$ cat src/verilog/merge_pkg.sv
package merge_pkg;

   // Width of one run word, zero is reserved as the run terminator
   localparam int DATA_W = 32;

   // Number of independent merge lanes and the width of a lane index
   localparam int LANES = 4;
   localparam int LANE_W = 2;

   // Entries per run FIFO, kept a power of two so the pointers wrap by themselves
   localparam int FIFO_DEPTH = 8;
   localparam int PTR_W = $clog2(FIFO_DEPTH);

   // The count needs one extra bit to tell full from empty
   localparam int CNT_W = PTR_W + 1;

   // Lane controller states
   // NOMINAL compares both heads, DONE_A and DONE_B drain the run that is still open
   // TOGGLE consumes both terminators and closes the merged run
   typedef enum logic [1:0] {
      NOMINAL = 2'd0,
      TOGGLE  = 2'd1,
      DONE_A  = 2'd2,
      DONE_B  = 2'd3
   } merge_state_e;

endpackage

$ cat src/verilog/merge_if.sv
`timescale 1ns/100ps

// Write side of one lane, from the loader into the two run FIFOs
interface lane_load_if;
   logic                        push_a;
   logic                        push_b;
   logic [merge_pkg::DATA_W-1:0] data;
   logic                        full_a;
   logic                        full_b;

   // The loader steers words in and watches the full levels
   modport loader (output push_a, output push_b, output data,
                   input full_a, input full_b);

   // The lane accepts words and reports how full each side is
   modport lane (input push_a, input push_b, input data,
                 output full_a, output full_b);
endinterface

// Read side of one lane, from its output register into the collector
interface lane_out_if;
   logic                        valid;
   logic [merge_pkg::DATA_W-1:0] data;
   logic                        last;
   logic                        take;

   // valid is a level, take is a one-cycle pulse that frees the register
   modport lane (output valid, output data, output last, input take);

   modport collector (input valid, input data, input last, output take);
endinterface

$ cat src/verilog/run_fifo.sv
`timescale 1ns/100ps

module run_fifo (
   input  logic                         i_clk,
   input  logic                         i_reset,
   input  logic                         i_push,
   input  logic [merge_pkg::DATA_W-1:0] i_data,
   input  logic                         i_pop,
   output logic [merge_pkg::DATA_W-1:0] o_head,
   output logic                         o_empty,
   output logic                         o_full,
   output logic                         o_head_zero
);
   logic [merge_pkg::DATA_W-1:0] mem [merge_pkg::FIFO_DEPTH];
   logic [merge_pkg::PTR_W-1:0]  wr_ptr;
   logic [merge_pkg::PTR_W-1:0]  rd_ptr;
   logic [merge_pkg::CNT_W-1:0]  count;
   logic                         do_push;
   logic                         do_pop;

   // A push into a full FIFO or a pop from an empty one is ignored
   assign do_push = i_push & ~o_full;
   assign do_pop  = i_pop & ~o_empty;

   always_ff @(posedge i_clk) begin
      if (do_push) begin
         mem[wr_ptr] <= i_data;
      end
   end

   always_ff @(posedge i_clk) begin
      if (i_reset) begin
         wr_ptr <= '0;
         rd_ptr <= '0;
         count  <= '0;
      end else begin
         if (do_push) wr_ptr <= wr_ptr + 1'b1;
         if (do_pop)  rd_ptr <= rd_ptr + 1'b1;
         // Simultaneous push and pop leave the count unchanged
         if (do_push & ~do_pop)      count <= count + 1'b1;
         else if (do_pop & ~do_push) count <= count - 1'b1;
      end
   end

   assign o_empty = (count == '0);
   assign o_full  = (count == merge_pkg::CNT_W'(merge_pkg::FIFO_DEPTH));
   assign o_head  = mem[rd_ptr];
   // The head only counts as a terminator when something is really there
   assign o_head_zero = ~o_empty & (o_head == '0);

   a_no_pop_empty: assert property (@(posedge i_clk) disable iff (i_reset) !(i_pop && o_empty));
   a_no_push_full: assert property (@(posedge i_clk) disable iff (i_reset) !(i_push && o_full));
endmodule

$ cat src/verilog/merge_control.sv
`timescale 1ns/100ps

module merge_control (
   input  logic i_clk,
   input  logic i_reset,
   input  logic i_a_empty,
   input  logic i_b_empty,
   input  logic i_a_head_zero,
   input  logic i_b_head_zero,
   input  logic i_a_lte_b,
   input  logic i_out_busy,
   output logic o_pop_a,
   output logic o_pop_b,
   output logic o_load,
   output logic o_select_a,
   output logic o_emit_last
);
   merge_pkg::merge_state_e state;
   merge_pkg::merge_state_e state_next;
   logic need_a;
   logic need_b;
   logic stall;

   // DONE_A only looks at B and DONE_B only at A while the other states need both heads
   assign need_a = (state != merge_pkg::DONE_A);
   assign need_b = (state != merge_pkg::DONE_B);

   // Hold while the output word has not been taken or a needed head is missing
   assign stall = i_out_busy | (need_a & i_a_empty) | (need_b & i_b_empty);

   always_comb begin
      state_next  = state;
      o_pop_a     = 1'b0;
      o_pop_b     = 1'b0;
      o_load      = 1'b0;
      o_select_a  = 1'b1;
      o_emit_last = 1'b0;
      if (!stall) begin
         case (state)
            merge_pkg::NOMINAL: begin
               if (i_a_head_zero & i_b_head_zero) begin
                  state_next = merge_pkg::TOGGLE;
               end else if (i_a_head_zero) begin
                  state_next = merge_pkg::DONE_A;
               end else if (i_b_head_zero) begin
                  state_next = merge_pkg::DONE_B;
               end else begin
                  // The smaller head wins and A wins a tie
                  o_select_a = i_a_lte_b;
                  o_pop_a    = i_a_lte_b;
                  o_pop_b    = ~i_a_lte_b;
                  o_load     = 1'b1;
               end
            end
            merge_pkg::DONE_A: begin
               if (i_b_head_zero) begin
                  state_next = merge_pkg::TOGGLE;
               end else begin
                  o_select_a = 1'b0;
                  o_pop_b    = 1'b1;
                  o_load     = 1'b1;
               end
            end
            merge_pkg::DONE_B: begin
               if (i_a_head_zero) begin
                  state_next = merge_pkg::TOGGLE;
               end else begin
                  o_pop_a = 1'b1;
                  o_load  = 1'b1;
               end
            end
            default: begin
               // Both terminators leave together and one zero closes the run
               o_pop_a     = 1'b1;
               o_pop_b     = 1'b1;
               o_load      = 1'b1;
               o_emit_last = 1'b1;
               state_next  = merge_pkg::NOMINAL;
            end
         endcase
      end
   end

   always_ff @(posedge i_clk) begin
      if (i_reset) state <= merge_pkg::NOMINAL;
      else         state <= state_next;
   end

   // A double pop only happens in TOGGLE and only ever removes the two terminators
   a_dual_pop: assert property (@(posedge i_clk) disable iff (i_reset)
      (o_pop_a && o_pop_b) |->
         (state == merge_pkg::TOGGLE && i_a_head_zero && i_b_head_zero));
endmodule

$ cat src/verilog/merge_lane.sv
`timescale 1ns/100ps

module merge_lane (
   input  logic      i_clk,
   input  logic      i_reset,
   lane_load_if.lane load,
   lane_out_if.lane  out
);
   logic [merge_pkg::DATA_W-1:0] head_a;
   logic [merge_pkg::DATA_W-1:0] head_b;
   logic                         a_empty;
   logic                         b_empty;
   logic                         a_head_zero;
   logic                         b_head_zero;
   logic                         pop_a;
   logic                         pop_b;
   logic                         out_load;
   logic                         select_a;
   logic                         emit_last;
   logic                         out_valid;
   logic [merge_pkg::DATA_W-1:0] out_data;
   logic                         out_last;

   run_fifo fifo_a_i (.i_clk(i_clk), .i_reset(i_reset), .i_push(load.push_a), .i_data(load.data),
                      .i_pop(pop_a), .o_head(head_a), .o_empty(a_empty), .o_full(load.full_a),
                      .o_head_zero(a_head_zero));
   run_fifo fifo_b_i (.i_clk(i_clk), .i_reset(i_reset), .i_push(load.push_b), .i_data(load.data),
                      .i_pop(pop_b), .o_head(head_b), .o_empty(b_empty), .o_full(load.full_b),
                      .o_head_zero(b_head_zero));

   // A take in this cycle frees the register so the next word can load on the same edge
   merge_control control_i (.i_clk(i_clk), .i_reset(i_reset), .i_a_empty(a_empty),
                            .i_b_empty(b_empty), .i_a_head_zero(a_head_zero),
                            .i_b_head_zero(b_head_zero), .i_a_lte_b(head_a <= head_b),
                            .i_out_busy(out_valid & ~out.take), .o_pop_a(pop_a), .o_pop_b(pop_b),
                            .o_load(out_load), .o_select_a(select_a), .o_emit_last(emit_last));

   always_ff @(posedge i_clk) begin
      if (i_reset)        out_valid <= 1'b0;
      else if (out_load)  out_valid <= 1'b1;
      else if (out.take)  out_valid <= 1'b0;
   end

   // The closing word is always zero, whatever head was selected
   always_ff @(posedge i_clk) begin
      if (out_load) begin
         out_data <= emit_last ? '0 : (select_a ? head_a : head_b);
         out_last <= emit_last;
      end
   end

   assign out.valid = out_valid;
   assign out.data  = out_data;
   assign out.last  = out_last;
endmodule

$ cat src/verilog/lane_loader.sv
`timescale 1ns/100ps

module lane_loader (
   input  logic                         i_clk,
   input  logic                         i_reset,
   input  logic                         i_in_valid,
   input  logic [merge_pkg::LANE_W-1:0] i_in_lane,
   input  logic                         i_in_side,
   input  logic [merge_pkg::DATA_W-1:0] i_in_data,
   output logic [2*merge_pkg::LANES-1:0] o_lane_full,
   lane_load_if.loader                  load [merge_pkg::LANES]
);
   logic [merge_pkg::LANES-1:0]  push_a_q;
   logic [merge_pkg::LANES-1:0]  push_b_q;
   logic [merge_pkg::DATA_W-1:0] data_q;

   // Side 0 is run A and side 1 is run B, decoded before the register
   always_ff @(posedge i_clk) begin
      for (int l = 0; l < merge_pkg::LANES; l++) begin
         if (i_reset) begin
            push_a_q[l] <= 1'b0;
            push_b_q[l] <= 1'b0;
         end else begin
            push_a_q[l] <= i_in_valid & (i_in_lane == merge_pkg::LANE_W'(l)) & ~i_in_side;
            push_b_q[l] <= i_in_valid & (i_in_lane == merge_pkg::LANE_W'(l)) & i_in_side;
         end
      end
      data_q <= i_in_data;
   end

   for (genvar l = 0; l < merge_pkg::LANES; l++) begin : g_lane
      assign load[l].push_a = push_a_q[l];
      assign load[l].push_b = push_b_q[l];
      assign load[l].data   = data_q;
      // Even bit is side A, odd bit is side B
      assign o_lane_full[2*l]   = load[l].full_a;
      assign o_lane_full[2*l+1] = load[l].full_b;

      a_push_free: assert property (@(posedge i_clk) disable iff (i_reset)
         !(push_a_q[l] && load[l].full_a) && !(push_b_q[l] && load[l].full_b));
   end
endmodule

$ cat src/verilog/merge_collector.sv
`timescale 1ns/100ps

module merge_collector (
   input  logic                         i_clk,
   input  logic                         i_reset,
   input  logic                         i_out_full,
   lane_out_if.collector                lanes [merge_pkg::LANES],
   output logic                         o_out_valid,
   output logic [merge_pkg::LANE_W-1:0] o_out_lane,
   output logic [merge_pkg::DATA_W-1:0] o_out_data
);
   logic [merge_pkg::LANES-1:0]  lane_valid;
   logic [merge_pkg::LANES-1:0]  lane_last;
   logic [merge_pkg::DATA_W-1:0] lane_data [merge_pkg::LANES];
   logic [merge_pkg::LANE_W-1:0] grant;
   logic                         in_run;
   logic                         take;

   // Flatten the lane bundles so the granted one can be picked by index
   for (genvar l = 0; l < merge_pkg::LANES; l++) begin : g_lane
      assign lane_valid[l] = lanes[l].valid;
      assign lane_last[l]  = lanes[l].last;
      assign lane_data[l]  = lanes[l].data;
      assign lanes[l].take = take & (grant == merge_pkg::LANE_W'(l));
   end

   // No take at all while the output side pushes back
   assign take = ~i_out_full & lane_valid[grant];

   always_ff @(posedge i_clk) begin
      if (i_reset) begin
         grant  <= '0;
         in_run <= 1'b0;
      end else if (take) begin
         // The terminator releases the grant, any other word pins it
         in_run <= ~lane_last[grant];
         if (lane_last[grant]) grant <= grant + 1'b1;
      end else if (!in_run && !lane_valid[grant]) begin
         // Idle lane with no run in progress, try the next one
         grant <= grant + 1'b1;
      end
   end

   always_ff @(posedge i_clk) begin
      if (i_reset) o_out_valid <= 1'b0;
      else         o_out_valid <= take;
      o_out_lane <= grant;
      o_out_data <= lane_data[grant];
   end

   a_grant_held: assert property (@(posedge i_clk) disable iff (i_reset)
      (in_run && !(take && lane_last[grant])) |=> $stable(grant));
endmodule

$ cat src/verilog/merge_sorter_top.sv
`timescale 1ns/100ps

module merge_sorter_top (
   input  logic                          i_clk,
   input  logic                          i_reset,
   input  logic                          i_in_valid,
   input  logic [merge_pkg::LANE_W-1:0]  i_in_lane,
   input  logic                          i_in_side,
   input  logic [merge_pkg::DATA_W-1:0]  i_in_data,
   input  logic                          i_out_full,
   output logic [2*merge_pkg::LANES-1:0] o_lane_full,
   output logic                          o_out_valid,
   output logic [merge_pkg::LANE_W-1:0]  o_out_lane,
   output logic [merge_pkg::DATA_W-1:0]  o_out_data
);
   // One load bundle and one output bundle per lane
   lane_load_if load_bus [merge_pkg::LANES] ();
   lane_out_if  out_bus  [merge_pkg::LANES] ();

   // Input words are steered to a lane and side one cycle after they arrive
   lane_loader loader_i (.i_clk(i_clk), .i_reset(i_reset), .i_in_valid(i_in_valid),
                         .i_in_lane(i_in_lane), .i_in_side(i_in_side), .i_in_data(i_in_data),
                         .o_lane_full(o_lane_full), .load(load_bus));

   // Every lane merges its own pair of runs independently
   for (genvar l = 0; l < merge_pkg::LANES; l++) begin : g_lane
      merge_lane lane_i (.i_clk(i_clk), .i_reset(i_reset), .load(load_bus[l]),
                         .out(out_bus[l]));
   end

   // Merged runs leave one whole run at a time, lanes visited in order
   merge_collector collector_i (.i_clk(i_clk), .i_reset(i_reset), .i_out_full(i_out_full),
                                .lanes(out_bus), .o_out_valid(o_out_valid),
                                .o_out_lane(o_out_lane), .o_out_data(o_out_data));
endmodule

$ cat config.mk
export PLATFORM = sky130hd
export DESIGN_NAME = merge_sorter_top
export DESIGN_NICKNAME = d
export VERILOG_FILES = /design/src/verilog/merge_pkg.sv /design/src/verilog/merge_if.sv /design/src/verilog/run_fifo.sv /design/src/verilog/merge_control.sv /design/src/verilog/merge_lane.sv /design/src/verilog/lane_loader.sv /design/src/verilog/merge_collector.sv /design/src/verilog/merge_sorter_top.sv
export SDC_FILE = /design/constraint.sdc
export NUM_CORES = 2
export LEC_CHECK = 0
export BUFFER_PORTS_ARGS = -buffer_cell sky130_fd_sc_hd__buf_2
export CAP_MARGIN = 40
export CORE_MARGIN = 2
export CORE_UTILIZATION = 50
export CTS_CLUSTER_SIZE = 12
export DETAILED_ROUTE_END_ITERATION = 12
export PLACE_DENSITY = 0.65
export SYNTH_ARGS = -nofsm -noshare
export SYNTH_HDL_FRONTEND = slang
export SYNTH_SLANG_ARGS = --single-unit
$ cat constraint.sdc
create_clock -name i_clk -period 8.6 [get_ports i_clk]
set_input_delay 1.29 -clock i_clk [delete_from_list [all_inputs] [get_ports i_clk]]
set_output_delay 1.29 -clock i_clk [all_outputs]
set_load 0.005 [all_outputs]
==> run_summary.xml <==
<?xml version="1.0" encoding="UTF-8"?>
<metrics>
  <group name="yosys">
    <metric name="synth-warning-count" unit="">0</metric>
    <metric name="synth_sequential_area_ratio" unit="">0.7091</metric>
    <metric name="post-synth-top-area-fraction" unit="">0.6694</metric>
    <metric name="synth.distinct_cells" unit="">81</metric>
    <metric name="post-synth-top-count-cell" unit="">sky130_fd_sc_hd__edfxtp_1</metric>
    <metric name="netlist_instances" unit="">5455</metric>
    <metric name="synth_ff_type" unit="">sky130_fd_sc_hd__edfxtp_1</metric>
    <metric name="yosys-top-cells-count" unit="">sky130_fd_sc_hd__edfxtp_1, sky130_fd_sc_hd__mux4_2, sky130_fd_sc_hd__nand2_1</metric>
    <metric name="synth_fp_nets" unit="">5674</metric>
    <metric name="yosys_register_bits" unit="">2374</metric>
    <metric name="postSynth.asyncResetShare" unit="">0</metric>
    <metric name="ys_top_cells_by_area" unit="">sky130_fd_sc_hd__edfxtp_1, sky130_fd_sc_hd__mux4_2, sky130_fd_sc_hd__dfxtp_1</metric>
    <metric name="synth_edf_count" unit="">2180</metric>
    <metric name="synthesis.area" unit="µm²">97790</metric>
    <metric name="yosysTopAreaCell" unit="">sky130_fd_sc_hd__edfxtp_1</metric>
    <metric name="syn_area_per_cell" unit="µm²">17.93</metric>
  </group>
  <group name="detailed_routing">
    <metric name="routed_wirelength" unit="µm">257200</metric>
    <metric name="drtAntennaViolNets" unit="">0</metric>
    <metric name="post_drt_wl_per_cell" unit="µm">30.46</metric>
    <metric name="num_vias" unit="">53330</metric>
    <metric name="drtIter0Drc" unit="">7309</metric>
    <metric name="detail_route.vias_per_cell" unit="">6.315</metric>
    <metric name="post-route-drc-count" unit="">0</metric>
    <metric name="drt_pre_antenna_iters" unit="">6</metric>
  </group>
  <group name="clock_tree">
    <metric name="count_of_instances_resized_after_the_clock_tree_is_built" unit="">0</metric>
    <metric name="cts_inserted_buffers" unit="">235</metric>
    <metric name="root_buffer" unit="">sky130_fd_sc_hd__clkbuf_16</metric>
    <metric name="cts_htree_levels" unit="">4</metric>
    <metric name="clock_tree_from_tritoncts" unit="">done</metric>
    <metric name="clock_insertion_delay_worst_skew" unit="ns">0.88</metric>
    <metric name="cts_max_path_buffers" unit="">3</metric>
    <metric name="cts.clk_slew.worst_paths" unit="ns">0.06</metric>
    <metric name="cts_num_sinks" unit="">2374</metric>
    <metric name="holdBufCountCts" unit="">0</metric>
    <metric name="postCtsSetupRepairBufs" unit="">0</metric>
  </group>
  <group name="critical_path">
    <metric name="crit_path_max_fanout" unit="">60</metric>
    <metric name="worst_path_most_repeated_cell" unit="">sky130_fd_sc_hd__ha_1</metric>
    <metric name="worst-r2r-setup-slack" unit="ns">2.13</metric>
    <metric name="path_cells" unit="">buf_4 -&gt; mux4_2 -&gt; nand2_1 -&gt; nand2_1 -&gt; ha_1 -&gt; nand4_1 -&gt; nor3_1 -&gt; and2_1 -&gt; a32o_1 -&gt; or4b_2 -&gt; o31a_1 -&gt; a21o_1 -&gt; a21oi_4 -&gt; ha_1 -&gt; inv_1 -&gt; ha_1 -&gt; a21o_1 -&gt; a21oi_1 -&gt; xnor2_1 -&gt; or3_1 -&gt; a21oi_1</metric>
    <metric name="critPathRequiredTime" unit="ns">9.40</metric>
    <metric name="cp_slowest_stage_delay" unit="ns">0.85</metric>
    <metric name="timing.critical_path.from_type" unit="">flip-flop</metric>
    <metric name="worstSetupEndpointType" unit="">flip-flop</metric>
    <metric name="reg2regPathDepth" unit="">21</metric>
    <metric name="critical_path.endpoint" unit="">g_lane[2].lane_i.fifo_b_i.count[3]</metric>
    <metric name="r2r_end" unit="">g_lane[2].lane_i.fifo_b_i.count[3]</metric>
    <metric name="critPathArrivalTime" unit="ns">7.27</metric>
    <metric name="cpMaxStageDelayCell" unit="">sky130_fd_sc_hd__dfxtp_4</metric>
    <metric name="timing.setup.critical_path_class" unit="">flip-flop to flip-flop</metric>
  </group>
  <group name="layout">
    <metric name="syn2layout_area_growth" unit="%">12.67</metric>
    <metric name="post_route_cells_drive_above_1_share" unit="">0.2352</metric>
    <metric name="final_net_count" unit="">5921</metric>
  </group>
  <group name="die">
    <metric name="floorplan.die.width" unit="µm">446.3</metric>
    <metric name="floorplan.io_pins" unit="">82</metric>
    <metric name="core" unit="µm²">194600</metric>
    <metric name="die_h" unit="µm">446.3</metric>
    <metric name="std_cell_rows" unit="">162</metric>
    <metric name="start_util" unit="">0.5026</metric>
    <metric name="die_area" unit="µm²">199100</metric>
  </group>
  <group name="power_and_ir_drop">
    <metric name="share_clk_of_total_power" unit="">0.418</metric>
    <metric name="sequentialPowerShare" unit="">0.550</metric>
    <metric name="finalPower" unit="mW">23.14</metric>
    <metric name="power.internal" unit="mW">18.27</metric>
    <metric name="switching_power" unit="mW">4.864</metric>
    <metric name="pwr-share-comb" unit="">0.032</metric>
    <metric name="power-per-cell-area" unit="nW/µm²">210.0</metric>
    <metric name="power.ir.vdd_worst" unit="µV">201.5</metric>
    <metric name="power.share.switching" unit="">0.2102</metric>
    <metric name="p_leak" unit="nW">34.61</metric>
  </group>
  <group name="sta">
    <metric name="timing_max_transition_violations_final" unit="">0</metric>
    <metric name="finalClockSkew" unit="ns">0.04114</metric>
    <metric name="max_freq" unit="GHz">0.1546</metric>
    <metric name="setup_violations" unit="">0</metric>
    <metric name="fin_crit_sh" unit="">0.7521</metric>
    <metric name="final_hold_violating_endpoints" unit="">0</metric>
    <metric name="final_period_minus_worst_setup_slack" unit="ns">6.468</metric>
    <metric name="timing.slew.headroom" unit="">0.3528</metric>
    <metric name="finalSetupTns" unit="ns">0</metric>
    <metric name="grt_setup_unrepaired" unit="">false</metric>
    <metric name="slew_at_the_pin_with_the_worst_max_slew_slack" unit="ns">0.9709</metric>
  </group>
  <group name="global_routing">
    <metric name="via_count_of_the_first_global_routing_pass" unit="">52300</metric>
    <metric name="largest_net_degree_at_the_start_of_global_routing" unit="">68</metric>
    <metric name="grt.total_usage" unit="">0.2589</metric>
    <metric name="grt_first_pass_wirelength" unit="µm">370500</metric>
    <metric name="grt-ovfl-total" unit="">0</metric>
    <metric name="antenna_violations_before_repair" unit="">15</metric>
  </group>
  <group name="run_status">
    <metric name="result_of_the_run" unit="">finished clean</metric>
  </group>
  <group name="placed_design">
    <metric name="gpl.final_weighted_congestion" unit="">0.9497</metric>
    <metric name="buffer_ports.inserted" unit="">81</metric>
    <metric name="hpwlAfterDp" unit="µm">164300</metric>
  </group>
  <group name="hold_path">
    <metric name="hold_path_class" unit="">flip-flop to flip-flop</metric>
  </group>
  <group name="job">
    <metric name="cap_viol_max_count" unit="">0</metric>
  </group>
</metrics>
==> flip-flops by register name, indices dropped and copies added, names as in the netlist, named ones only <==
| name | cells |
|---|---|
| g_lane.lane_i.fifo_b_i.mem | 1024 |
| loader_i.push_b_q | 4 |
| collector_i.o_out_valid | 1 |
| collector_i.o_out_lane | 2 |
| g_lane.lane_i.out.last | 4 |
| loader_i.push_a_q | 4 |
| g_lane.lane_i.fifo_b_i.rd_ptr | 12 |
| g_lane.lane_i.fifo_b_i.wr_ptr | 12 |
| collector_i.grant | 2 |
| g_lane.lane_i.fifo_a_i.rd_ptr | 12 |
| g_lane.lane_i.fifo_b_i.count | 16 |
| g_lane.lane_i.control_i.state | 8 |
| collector_i.in_run | 1 |
| collector_i.o_out_data | 32 |
| g_lane.lane_i.out.data | 128 |
| g_lane.lane_i.out.valid | 4 |
| g_lane.lane_i.fifo_a_i.mem | 1024 |
| loader_i.load.data | 32 |
| g_lane.lane_i.fifo_a_i.wr_ptr | 12 |
| g_lane.lane_i.fifo_a_i.count | 16 |
==> power by group through the flow <==
stage / clock network [mW] / registers, mW / logic (mW)
3_3_place_gp: 0 / 13.0 / 0.660
2_1_floorplan: 0 / 13.0 / 0.280
3_5_place_dp: 0 / 13.0 / 0.726
6_report: 9.67 / 12.7 / 0.730
5_1_grt: 10.3 / 12.7 / 0.768
4_1_cts: 9.82 / 12.7 / 0.728
==> through the flow <==
stage	cells	instance area, µm²	hold WS [ns]	util	worst slack (ns)
after floorplan	5455	97790	0.3678	-	2.237
after global placement	7958	102000	0.4092	0.5240	1.957
after detailed placement	8001	102900	0.4072	0.5287	2.144
after CTS	8433	110100	0.4258	0.5659	2.121
after global routing	8441	110200	0.4339	0.5662	1.778
final	8445	110200	0.4262	0.5662	2.132
==> worst max-delay path: cells and delay by family (launching register included) <==
| family | cells | cell delay, ns |
|---|---|---|
| DFF | 1 | 0.85 |
| muxes | 1 | 0.40 |
| buffers and inverters | 2 | 0.76 |
| AOI/OAI and AO/OA | 7 | 1.64 |
| adders and majority gates | 3 | 0.94 |
| xor gates and xnor gates | 1 | 0.09 |
| and+or+nand+nor | 7 | 1.68 |
==> cells by family after synthesis <==
group                    count (synthesis)  synth area share
XOR/XNOR                                43          0.003851
AO/OA/AOI/OAI                          611           0.03996
multiplexers                           798            0.1523
buffers and inverters                  329           0.01393
AND/OR/NAND/NOR                       1120           0.05715
adder cells (fa/ha/maj)                180           0.02364
flip-flops                            2374            0.7091
==> metal layers <==
layer	vias to the layer above	wire, µm	part of all wire	global-route usage
li1	22780	-	-	-
met1	27770	107100	0.42	0.3748
met2	2360	119500	0.46	0.3987
met3	427	20260	0.079	0.04293
met4	2	10350	0.040	0.09631
met5	-	7	0.000027	0
==> cells in the final DEF (no fill, tap or decap), drive strengths merged, types with 93 or more instances in the layout <==
cell	instances
mux2i	180
clkbuf	370
edfxtp	2180
a21oi	220
buf	283
nor2	250
mux4	545
a211oi	126
nand2	308
o21ai	93
dfxtp	194
ha	172
nor3	147
==> final cells by class <==
| type | count | area, µm² |
|---|---|---|
| diodes | 6 | 15.01 |
| clock buffers | 370 | 6688 |
| clock inverters | 62 | 551.8 |
| fillers | 14600 | 84400 |
| inverters | 56 | 210.2 |
| multi-input cells | 2752 | 27540 |
| flip-flops and latches | 2374 | 69450 |
| well taps | 2542 | 3181 |
| repair buffers | 283 | 2545 |
==> worst min path at each step <==
stage	startpoint	end	depth (start not counted)
floorplan	collector_i.grant[1]	collector_i.o_out_lane[1]	0
CTS	collector_i.grant[0]	collector_i.o_out_lane[0]	0
finish	collector_i.grant[0]	collector_i.o_out_lane[0]	0
detailed placement	collector_i.grant[0]	collector_i.o_out_lane[0]	0
global placement	collector_i.grant[0]	collector_i.o_out_lane[0]	0
global route	collector_i.grant[0]	collector_i.o_out_lane[0]	0
No activity file was read; power rests on OpenSTA's default activity.
